**config.mk**
```make
export PLATFORM = sky130hd
export DESIGN_NAME = fpAdder
export DESIGN_NICKNAME = d
export VERILOG_FILES = /design/src/design/fpAddPkg.sv /design/src/design/fpClassify.sv /design/src/design/fpAlign.sv /design/src/design/fpMantissaAdd.sv /design/src/design/fpNormalizeRound.sv /design/src/design/fpAdder.sv
export SDC_FILE = /design/constraint.sdc
export NUM_CORES = 1
export LEC_CHECK = 0
export BUFFER_PORTS_ARGS = -buffer_cell sky130_fd_sc_hd__buf_2
export CAP_MARGIN = 10
export CORE_UTILIZATION = 25
export DETAILED_ROUTE_END_ITERATION = 7
export HOLD_SLACK_MARGIN = 0.05
export SYNTH_ARGS = -nofsm -noshare
export SYNTH_HDL_FRONTEND = slang
export SYNTH_SLANG_ARGS = --single-unit
```
**constraint.sdc**
```tcl
create_clock -name clk -period 7.65 [get_ports clk]
set_input_delay 0.765 -clock clk [delete_from_list [all_inputs] [get_ports clk]]
set_output_delay 0.765 -clock clk [all_outputs]
set_load 0.05 [all_outputs]
```
**src/design/fpAddPkg.sv**
```systemverilog
// Single precision adder types
package fpAddPkg;

    localparam int EXP_BIAS = 127;
    localparam int EXP_MAX = 2 * EXP_BIAS + 1;
    localparam int MANT_WIDTH = 23;
    localparam int ALIGN_WIDTH = 32;
    localparam int BYPASS_SHIFT = 32;
    localparam logic [31:0] QNAN = 32'h7FC0_0000;
    localparam int PIPE_LATENCY = 3;

    typedef struct packed {
        logic                  sign;
        logic [7:0]            exponent;
        logic [MANT_WIDTH-1:0] fraction;
    } fpFields_t;

    // Raw word or IEEE fields
    typedef union packed {
        logic [31:0] bits;
        fpFields_t   fields;
    } fpWord_t;

    // Exponent here is the effective one
    typedef struct packed {
        logic                  sign;
        logic [7:0]            exponent;
        logic [MANT_WIDTH-1:0] fraction;
        logic                  isNaN;
        logic                  isInf;
        logic                  isZero;
        logic                  isSub;
    } fpOperand_t;

    typedef struct packed {
        logic                   valid;
        logic                   signA;
        logic                   signB;
        logic [7:0]             exponentOut;
        logic [ALIGN_WIDTH-1:0] alignedMantissaA;
        logic [ALIGN_WIDTH-1:0] alignedMantissaB;
        logic                   sticky;
        logic                   shiftOverflow;
        logic                   bypass;
        fpWord_t                bypassWord;
    } alignStage_t;

    typedef struct packed {
        logic                   valid;
        logic                   sign;
        logic signed [8:0]      exponent;
        logic [ALIGN_WIDTH:0]   sum;
        logic                   sticky;
        logic                   bypass;
        fpWord_t                bypassWord;
    } sumStage_t;

endpackage

```
**src/design/fpClassify.sv**
```systemverilog
// Operand unpack and classify
`timescale 1ns/1ps

module fpClassify import fpAddPkg::*;
(
    input  fpWord_t    operandA,
    input  fpWord_t    operandB,
    input  logic       opSub,
    output fpOperand_t opA,
    output fpOperand_t opB
);

    function automatic fpOperand_t classifyWord(input fpWord_t word, input logic flipSign);
        fpOperand_t op;
        logic expAllOnes;
        logic expZero;
        logic fracZero;
        expAllOnes = (word.fields.exponent == 8'(EXP_MAX));
        expZero = (word.fields.exponent == 8'd0);
        fracZero = (word.fields.fraction == '0);

        op.sign = word.fields.sign ^ flipSign;
        op.fraction = word.fields.fraction;
        op.isNaN = expAllOnes & ~fracZero;
        op.isInf = expAllOnes & fracZero;
        op.isZero = expZero & fracZero;
        op.isSub = expZero & ~fracZero;

        // Subnormals share the scale of exponent one
        if (op.isSub)
            op.exponent = 8'd1;
        else
            op.exponent = word.fields.exponent;
        return op;
    endfunction

    always_comb
    begin
        opA = classifyWord(operandA, 1'b0);
        // Subtraction flips B
        opB = classifyWord(operandB, opSub);
    end

endmodule

```
**src/design/fpAlign.sv**
```systemverilog
// Exponent compare and mantissa alignment
`timescale 1ns/1ps

module fpAlign import fpAddPkg::*;
(
    input  logic        clk,
    input  logic        rstN,
    input  logic        inValid,
    input  fpOperand_t  opA,
    input  fpOperand_t  opB,
    output alignStage_t alignOut
);

    localparam int GUARD_BITS = ALIGN_WIDTH - MANT_WIDTH - 1;

    logic                   aLarger;
    logic [7:0]             expDiff;
    logic [ALIGN_WIDTH-1:0] mantA;
    logic [ALIGN_WIDTH-1:0] mantB;
    logic [ALIGN_WIDTH-1:0] largeMant;
    logic [ALIGN_WIDTH-1:0] smallMant;
    logic [ALIGN_WIDTH-1:0] shiftedSmall;
    logic [ALIGN_WIDTH-1:0] lostMask;
    logic                   sticky;
    logic                   shiftOverflow;
    logic                   special;
    logic                   farApart;
    fpWord_t                bypassWord;

    // Rebuild the IEEE word of an operand
    function automatic fpWord_t packWord(input fpOperand_t op);
        fpWord_t word;
        word.fields.sign = op.sign;
        word.fields.exponent = op.isSub ? 8'd0 : op.exponent;
        word.fields.fraction = op.fraction;
        return word;
    endfunction

    assign mantA = {~(opA.isSub | opA.isZero), opA.fraction, {GUARD_BITS{1'b0}}};
    assign mantB = {~(opB.isSub | opB.isZero), opB.fraction, {GUARD_BITS{1'b0}}};

    // Ties keep A as the reference exponent
    assign aLarger = (opA.exponent >= opB.exponent);
    assign expDiff = aLarger ? (opA.exponent - opB.exponent) : (opB.exponent - opA.exponent);
    assign largeMant = aLarger ? mantA : mantB;
    assign smallMant = aLarger ? mantB : mantA;
    assign shiftedSmall = smallMant >> expDiff;

    // Bits falling off the bottom of the window
    assign lostMask = (ALIGN_WIDTH'(1) << expDiff) - ALIGN_WIDTH'(1);
    assign sticky = |(smallMant & lostMask);
    // Fraction reaches past the guard positions
    assign shiftOverflow = (expDiff > 8'(GUARD_BITS));

    assign special = opA.isNaN | opB.isNaN | opA.isInf | opB.isInf | opA.isZero | opB.isZero;
    assign farApart = (expDiff >= 8'(BYPASS_SHIFT));

    always_comb
    begin
        if (opA.isNaN || opB.isNaN)
            bypassWord.bits = QNAN;
        else if (opA.isInf && opB.isInf)
            bypassWord = (opA.sign != opB.sign) ? fpWord_t'(QNAN) : packWord(opA);
        else if (opA.isInf)
            bypassWord = packWord(opA);
        else if (opB.isInf)
            bypassWord = packWord(opB);
        else if (opA.isZero && opB.isZero)
            bypassWord.bits = {opA.sign & opB.sign, 31'b0};
        else if (opA.isZero)
            bypassWord = packWord(opB);
        else if (opB.isZero)
            bypassWord = packWord(opA);
        else
            bypassWord = aLarger ? packWord(opA) : packWord(opB);
    end

    always_ff @(posedge clk or negedge rstN)
    begin
        if (!rstN)
            alignOut <= '0;
        else
        begin
            alignOut.valid <= inValid;
            alignOut.signA <= opA.sign;
            alignOut.signB <= opB.sign;
            alignOut.exponentOut <= aLarger ? opA.exponent : opB.exponent;
            alignOut.alignedMantissaA <= aLarger ? largeMant : shiftedSmall;
            alignOut.alignedMantissaB <= aLarger ? shiftedSmall : largeMant;
            alignOut.sticky <= sticky;
            alignOut.shiftOverflow <= shiftOverflow;
            alignOut.bypass <= special | farApart;
            alignOut.bypassWord <= bypassWord;
        end
    end

    assert property (@(posedge clk) disable iff (!rstN)
        (alignOut.valid && !alignOut.bypass) |->
            (alignOut.exponentOut >= $past(opA.exponent) &&
             alignOut.exponentOut >= $past(opB.exponent)));

endmodule

```
**src/design/fpMantissaAdd.sv**
```systemverilog
// Aligned mantissa add and subtract
`timescale 1ns/1ps

module fpMantissaAdd import fpAddPkg::*;
(
    input  logic        clk,
    input  logic        rstN,
    input  alignStage_t alignIn,
    output sumStage_t   sumOut
);

    logic                   effSub;
    logic                   aGeB;
    logic                   borrow;
    logic                   resultSign;
    logic [ALIGN_WIDTH-1:0] largerMant;
    logic [ALIGN_WIDTH-1:0] smallerMant;
    logic [ALIGN_WIDTH-1:0] difference;
    logic [ALIGN_WIDTH:0]   total;

    always_comb
    begin
        effSub = alignIn.signA ^ alignIn.signB;
        aGeB = (alignIn.alignedMantissaA >= alignIn.alignedMantissaB);
        largerMant = aGeB ? alignIn.alignedMantissaA : alignIn.alignedMantissaB;
        smallerMant = aGeB ? alignIn.alignedMantissaB : alignIn.alignedMantissaA;

        // Lost low bits still reduce the difference by a fraction of an LSB
        borrow = effSub & alignIn.shiftOverflow & alignIn.sticky;
        difference = largerMant - smallerMant - ALIGN_WIDTH'(borrow);

        if (effSub)
        begin
            total = {1'b0, difference};
            // Exact cancellation is +0
            if (difference == '0)
                resultSign = 1'b0;
            else
                resultSign = aGeB ? alignIn.signA : alignIn.signB;
        end
        else
        begin
            total = {1'b0, alignIn.alignedMantissaA} + {1'b0, alignIn.alignedMantissaB};
            resultSign = alignIn.signA;
        end
    end

    always_ff @(posedge clk or negedge rstN)
    begin
        if (!rstN)
            sumOut <= '0;
        else
        begin
            sumOut.valid <= alignIn.valid;
            sumOut.sign <= resultSign;
            sumOut.exponent <= $signed({1'b0, alignIn.exponentOut});
            sumOut.sum <= total;
            sumOut.sticky <= alignIn.sticky;
            sumOut.bypass <= alignIn.bypass;
            sumOut.bypassWord <= alignIn.bypassWord;
        end
    end

    assert property (@(posedge clk) disable iff (!rstN)
        (sumOut.valid && !sumOut.bypass && $past(effSub)) |->
            (sumOut.sum <= {1'b0, $past(largerMant)}));

endmodule

```
**src/design/fpNormalizeRound.sv**
```systemverilog
// Normalize and round to nearest even
`timescale 1ns/1ps

module fpNormalizeRound import fpAddPkg::*;
(
    input  logic      clk,
    input  logic      rstN,
    input  sumStage_t sumIn,
    output logic      outValid,
    output fpWord_t   result
);

    localparam int GUARD_BITS = ALIGN_WIDTH - MANT_WIDTH - 1;

    logic [5:0]             lz;
    logic [ALIGN_WIDTH-1:0] normMant;
    logic signed [9:0]      normExp;
    logic signed [9:0]      roundExp;
    logic                   stickyAll;
    logic                   guardBit;
    logic                   stickyBits;
    logic                   roundUp;
    logic [MANT_WIDTH+1:0]  rounded;
    logic [MANT_WIDTH-1:0]  finalFrac;
    fpWord_t                computed;

    function automatic logic [5:0] leadingZeros(input logic [ALIGN_WIDTH-1:0] value);
        logic [5:0] count;
        logic found;
        count = 6'(ALIGN_WIDTH);
        found = 1'b0;
        for (int i = ALIGN_WIDTH - 1; i >= 0; i--)
        begin
            if (!found && value[i])
            begin
                count = 6'(ALIGN_WIDTH - 1 - i);
                found = 1'b1;
            end
        end
        return count;
    endfunction

    always_comb
    begin
        lz = leadingZeros(sumIn.sum[ALIGN_WIDTH-1:0]);
        stickyAll = sumIn.sticky;

        if (sumIn.sum[ALIGN_WIDTH])
        begin
            // Carry out shifts right by one
            normMant = sumIn.sum[ALIGN_WIDTH:1];
            stickyAll = sumIn.sticky | sumIn.sum[0];
            normExp = 10'(sumIn.exponent) + 10'sd1;
        end
        else
        begin
            normMant = sumIn.sum[ALIGN_WIDTH-1:0] << lz;
            normExp = 10'(sumIn.exponent) - $signed({4'b0, lz});
        end

        guardBit = normMant[GUARD_BITS-1];
        stickyBits = (|normMant[GUARD_BITS-2:0]) | stickyAll;
        roundUp = guardBit & (stickyBits | normMant[GUARD_BITS]);
        rounded = {1'b0, normMant[ALIGN_WIDTH-1:GUARD_BITS]} + (MANT_WIDTH + 2)'(roundUp);

        // Rounding carry renormalizes
        if (rounded[MANT_WIDTH+1])
        begin
            finalFrac = rounded[MANT_WIDTH:1];
            roundExp = normExp + 10'sd1;
        end
        else
        begin
            finalFrac = rounded[MANT_WIDTH-1:0];
            roundExp = normExp;
        end

        if (sumIn.sum == '0)
            computed.bits = {sumIn.sign, 31'b0};
        else if (roundExp >= EXP_MAX)
            computed.bits = {sumIn.sign, 8'hFF, {MANT_WIDTH{1'b0}}};
        else if (roundExp <= 0)
            computed.bits = {sumIn.sign, 31'b0};   // underflow flushes to zero
        else
        begin
            computed.fields.sign = sumIn.sign;
            computed.fields.exponent = roundExp[7:0];
            computed.fields.fraction = finalFrac;
        end
    end

    always_ff @(posedge clk or negedge rstN)
    begin
        if (!rstN)
        begin
            outValid <= 1'b0;
            result <= '0;
        end
        else
        begin
            outValid <= sumIn.valid;
            result <= sumIn.bypass ? sumIn.bypassWord : computed;
        end
    end

    assert property (@(posedge clk) disable iff (!rstN) !$isunknown(outValid));

endmodule

```
**src/design/fpAdder.sv**
```systemverilog
// Pipelined float adder top
`timescale 1ns/1ps

module fpAdder import fpAddPkg::*;
(
    input  logic    clk,
    input  logic    rstN,
    input  logic    inValid,
    input  logic    opSub,
    input  fpWord_t operandA,
    input  fpWord_t operandB,
    output logic    outValid,
    output fpWord_t result
);

    fpOperand_t  opA;
    fpOperand_t  opB;
    alignStage_t alignStage;
    sumStage_t   sumStage;

    fpClassify classify_i (
        .operandA (operandA),
        .operandB (operandB),
        .opSub    (opSub),
        .opA      (opA),
        .opB      (opB)
    );

    fpAlign align_i (
        .clk      (clk),
        .rstN     (rstN),
        .inValid  (inValid),
        .opA      (opA),
        .opB      (opB),
        .alignOut (alignStage)
    );

    fpMantissaAdd add_i (
        .clk     (clk),
        .rstN    (rstN),
        .alignIn (alignStage),
        .sumOut  (sumStage)
    );

    fpNormalizeRound norm_i (
        .clk      (clk),
        .rstN     (rstN),
        .sumIn    (sumStage),
        .outValid (outValid),
        .result   (result)
    );

endmodule

```
# Word-level counts from Yosys, hierarchy flattened
# Cells that the tools add are included.
[word_totals]
regBits = 220
latch_bits = 0
ramBits = 0
romBits = 0
elab_cells = 241
n_memories = 0
[op_classes]
addsub = 10
multipliers = 0
n_div = 0
n_lt_le_gt_ge = 6
n_eq_ne = 3
shift = 3
muxes = 97
n_bitwise = 30
n_reduce_logical = 73
[op_table]
columns = ["operator", "count"]
rows = [
  ["2-to-1 mux 32 bit", 17],
  ["2-to-1 mux 6 bit", 32],
  ["2-to-1 mux 31 bit", 3],
  ["2-to-1 mux 8 bit", 6],
  ["logical NOT 23 bit", 2],
  ["2-to-1 mux 1 bit", 35],
  ["adder 32 x 32 -> 33 bit", 1],
  ["logical AND 1 bit", 33],
  ["logical NOT 33 bit", 1],
  ["2-to-1 mux 33 bit", 1],
  ["bitwise AND 32 bit", 1],
  ["greater-or-equal comparator 32 bit", 1],
  ["logical NOT 32 bit", 1],
  ["OR reduction 32 bit", 1],
  ["<< shifter 1 x 8 -> 32 bit (first input constant)", 1],
  ["<< shifter 32 x 6 -> 32 bit", 1],
  [">> shifter 32 x 8 -> 32 bit", 1],
  ["subtractor 32 x 1 -> 32 bit", 1],
  ["subtractor 32 x 2 -> 32 bit (second input constant)", 1],
  ["subtractor 32 bit", 1],
  ["logical NOT 1 bit", 31],
  ["adder 24 x 1 -> 25 bit", 1],
  ["2-to-1 mux 23 bit", 1],
  ["2-to-1 mux 10 bit", 2],
  ["18 further kinds", 46],
]

# Depth between registers and ports, before layout
[logic_depth]
ltp_word = 107
mapped_depth = 32
ltp_nobuf = 29

# Cells and area by module
# Synthesis repeated with hierarchy kept, for this count alone.
[hier_totals]
hier_cells = 2580
area_unflattened_um2 = 20960.1
[modules_own_cells]
columns = ["mod", "n_inst", "cells_each", "area_each_um2", "seq_area_each_um2"]
rows = [
  ["fpMantissaAdd", 1, 913, 7302.0, 1926.8],
  ["fpAlign", 1, 757, 7078.0, 2752.6],
  ["fpNormalizeRound", 1, 802, 5858.1, 825.8],
  ["fpClassify", 1, 108, 721.9, 0.0],
]

# Worst setup path before layout
# OpenSTA, ideal clock, no wires.
[synth_path]
kind = "reg-to-reg"
from = "register align_i.alignOut[35] (netlist name)"
to = "register add_i.sumOut[76] (netlist name)"
arrival_ps = 6377
path_slack_ps = 1141
path_stages_with_launch = 31
n_path_buf = 2
period_less_slack_ps = 6509
path_cell_list = "dfrtp_1 ha_1 nand2b_1 a2111oi_0 o21ai_0 a41oi_1 o2111ai_1 nand2_1 clkbuf_1 buf_1 nor2_1 a21oi_1 fa_1 inv_1 fa_1 nand2b_1 a21oi_1 o21bai_1 a211oi_1 o31ai_1 a41oi_1 xnor2_1 or4_1 a211o_1 nor4_1 nand4_1 or4_1 nor4_1 o2111ai_1 nor4_1 a31oi_1"
[synth_between]
elab_chain_cells = 7
[synth_rtl]
columns = ["item", "line", "text"]
rows = [
  ["from (decl)", "fpAlign.sv:11", "output alignStage_t alignOut"],
  ["greater-or-equal comparator 32 bit", "fpMantissaAdd.sv:24", "aGeB = (alignIn.alignedMantissaA >= alignIn.alignedMantissaB);"],
  ["2-to-1 mux 32 bit (on tied branches)", "fpMantissaAdd.sv:25, fpMantissaAdd.sv:26", ""],
  ["subtractor 32 bit", "fpMantissaAdd.sv:30", "difference = largerMant - smallerMant - ALIGN_WIDTH'(borrow);"],
  ["subtractor 32 x 1 -> 32 bit", "fpMantissaAdd.sv:30", ""],
  ["logical NOT 32 bit", "fpMantissaAdd.sv:36", "if (difference == '0)"],
  ["2-to-1 mux 1 bit *", "fpMantissaAdd.sv:36", ""],
  ["2-to-1 mux 1 bit *", "fpMantissaAdd.sv:32", "if (effSub)"],
  ["via add_i.resultSign", "fpMantissaAdd.sv:15", "logic resultSign;"],
  ["to (decl)", "fpMantissaAdd.sv:9", "output sumStage_t sumOut"],
]
# The timed path passes the listed nets; every way through them passes the cells marked *.

# Final worst setup path
# Same ends and word-level chain as after synthesis.

==> results.toml <==
[run_status]
status = "complete, no violations"

[critical_path]
reg2regPathDepth = 28
cp-start-kind = "register"
r2r_slack_ns = 0.66
startpoint = "align_i.alignOut[35]"
arrival_ns = 7.39
critical_path_class = "reg -> reg"
worst_r2r_endpoint = "add_i.sumOut[76]"
cp_slowest_cell = "or4_1"
cp_max_fo = 10
timing.rr.start = "align_i.alignOut[35]"
cp.required_ns = 8.05
crit_path_max_incr_delay_ns = 0.52
endpoint_kind = "register"
critPathMostFrequentCell = "nor4_1"
crit_end = "add_i.sumOut[76]"

[pwr]
peakVddDrop_v = 0.000159
p_per_area_mw_per_mm2 = 354
leakagePower_nw = 9.54

[logic_synthesis]
synth_edf_count = 0
netlist_area_mm2 = 0.0195
synthCells = 2424
ys_types = 98
synth_fp_nets = 2617
synth_seq_cells = 220
synth_warnings = 0
async_reset_ff_frac = 1.00
ys.flop_type = "dfrtp_1"
syn_avg_cell_area_um2 = 8.03
yosysSeqAreaShare = 0.283

[final_layout]
layout_commonest_cell = "nand2_1"
nNetsFinal = 2649
syn_to_final_growth_pct = 12.8
diodes = 0
drive_gt1_frac = 0.122
mostFrequentLayoutCells = "nand2_1, nor2_1, dfrtp_1, a21oi_1, o21ai_0"
nFillCells = 8214

[timing]
max_freq_mhz = 143
fin_ws_ns = 0.664
max_slew_margin = 0.300
fin_crit_sh = 0.913
rsz0062_at_grt = "no"
tns_ns = 0
setup_viol = 0
worstMarginPinSlew_ns = 1.05
fin_crit_ns = 6.99
clock_skew_ns = 0.00916
final-max-slew-violation-count = 0
hold_violations = 0

[drt]
drcViolationCount = 0
vias = 18739
antenna_left = 0
wire_per_inst_um = 19.8
wl_met2_um = 30800
first_pass_iters = 6
top_layer = "met4"
routed_wl_um = 69500
wl_met1_um = 30700
wl_met3_um = 5000
avgViaCountPerCell = 5.35
drt-initial-drc-count = 2069

[cts]
tritoncts = "yes"
clock_tree.buffer_depth = 3
post_cts_buffers = 0
htree_num_levels = 1
ctsResizeCount = 0
root_buffer = "clkbuf_16"
cts.sinks = 220
cts.clk_slew.worst_paths_ns = 0.06
hold_buffers = 0
numCtsBuffers = 24
clock_latency_ns = 0.54

[global_routing]
antenna_found_initial = 0
grt_max_degree = 121
overflow = 0
grt_pass1_vias = 17418
grt_pass1_wl_um = 106000
grt_usage = 0.172

[floorplanning]
die_w_um = 281
core_area_mm2 = 0.0765
floorplan.rows = 101
io_pins = 101
fp.dieArea_mm2 = 0.0790
die_h_um = 281
start_util = 0.255

[placement]
dp_hpwl_um = 54100
port_buffers = 100
gp_congestion = 1.02
dp_slack_ns = 0.788

[worst_hold_path]
hp-class = "in -> async"

[flow_run]
cap_viol_max_count = 0
[flip-flops by register name, indices dropped and copies added, names as in the netlist]
register and flops:
align_i.alignOut 110, norm_i.result 32, norm_i.outValid 1, add_i.sumOut 77
[routing by layer]
layer,vias up,global-route usage
met5,-,0
met4,0,0.0705
met3,167,0.0162
met2,842,0.269
met1,8904,0.241
li1,8826,-
[worst min-delay path by stage]
stage / start / to / slack, ns / depth (start not counted)
global placement: add_i.sumOut[77] / norm_i.outValid / 0.33 / 0
finish: rstN / align_i.alignOut[70] / 0.24 / 1
detailed placement: align_i.alignOut[16] / add_i.sumOut[16] / 0.33 / 0
global route: rstN / align_i.alignOut[70] / 0.32 / 1
floorplan: align_i.alignOut[0] / add_i.sumOut[0] / 0.33 / 0
CTS: rstN / align_i.alignOut[70] / 0.29 / 1
[cells by family (layout without fill, tap and decap cells)]
family,count (synthesis),in the layout,share of synthesized area
simple gates,894,894,0.219
compound gates,671,671,0.235
buf+inv,272,322,0.0585
flops,220,220,0.283
mux,148,148,0.0797
fa+ha+maj,125,125,0.0826
xor+xnor,94,94,0.0423
[power by group]
part           internal [mW]  total, mW  switching (mW)
Combinational           1.72       4.77            3.06
Sequential              1.40       1.75           0.350
Clock                  0.769       1.26           0.493
[cell type report]
cell class,count,area (um^2),area share
flip-flops and latches,220,5510,0.251
inverters,128,480,0.0219
clock inverters,15,215,0.00979
well taps,1030,1290,0.0586
clock buffers,29,669,0.0305
multi-input cells,1932,12900,0.588
repair buffers,150,886,0.0403
[stage by stage]
stage / std cells / hold slack, ns / power [mW] / utilization / instance area [um^2]
3_3_place_gp: 3459 / 0.333 / 6.41 / 0.276 / 21100
4_1_cts: 3503 / 0.293 / 7.70 / 0.287 / 22000
2_1_floorplan: 2424 / 0.331 / 5.09 / - / 19500
5_1_grt: 3504 / 0.323 / 8.28 / 0.287 / 22000
3_5_place_dp: 3459 / 0.335 / 6.41 / 0.276 / 21100
6_report: 3504 / 0.240 / 7.78 / 0.287 / 22000
[critical path, delay by kind of cell (launching register included)]
family	cells	cell delay [ns]
flops	1	0.42
compound gates	13	2.93
fa+ha+maj	3	0.93
simple gates	10	2.39
xor+xnor	1	0.10
buf+inv	1	0.06
[cells in the mapped netlist, drive strengths merged, types with 54 or more instances]
cell,n,share of area
o21ai,160,0.041
nor3,54,0.015
clkbuf,97,0.019
xnor2,75,0.034
inv,128,0.025
nor2,225,0.044
nand2,290,0.056
ha,119,0.076
dfrtp,220,0.28
nand3,86,0.022
mux2i,127,0.065
and3,57,0.018
a21oi,171,0.044
Note: power is estimated with default switching activity, not from simulation.
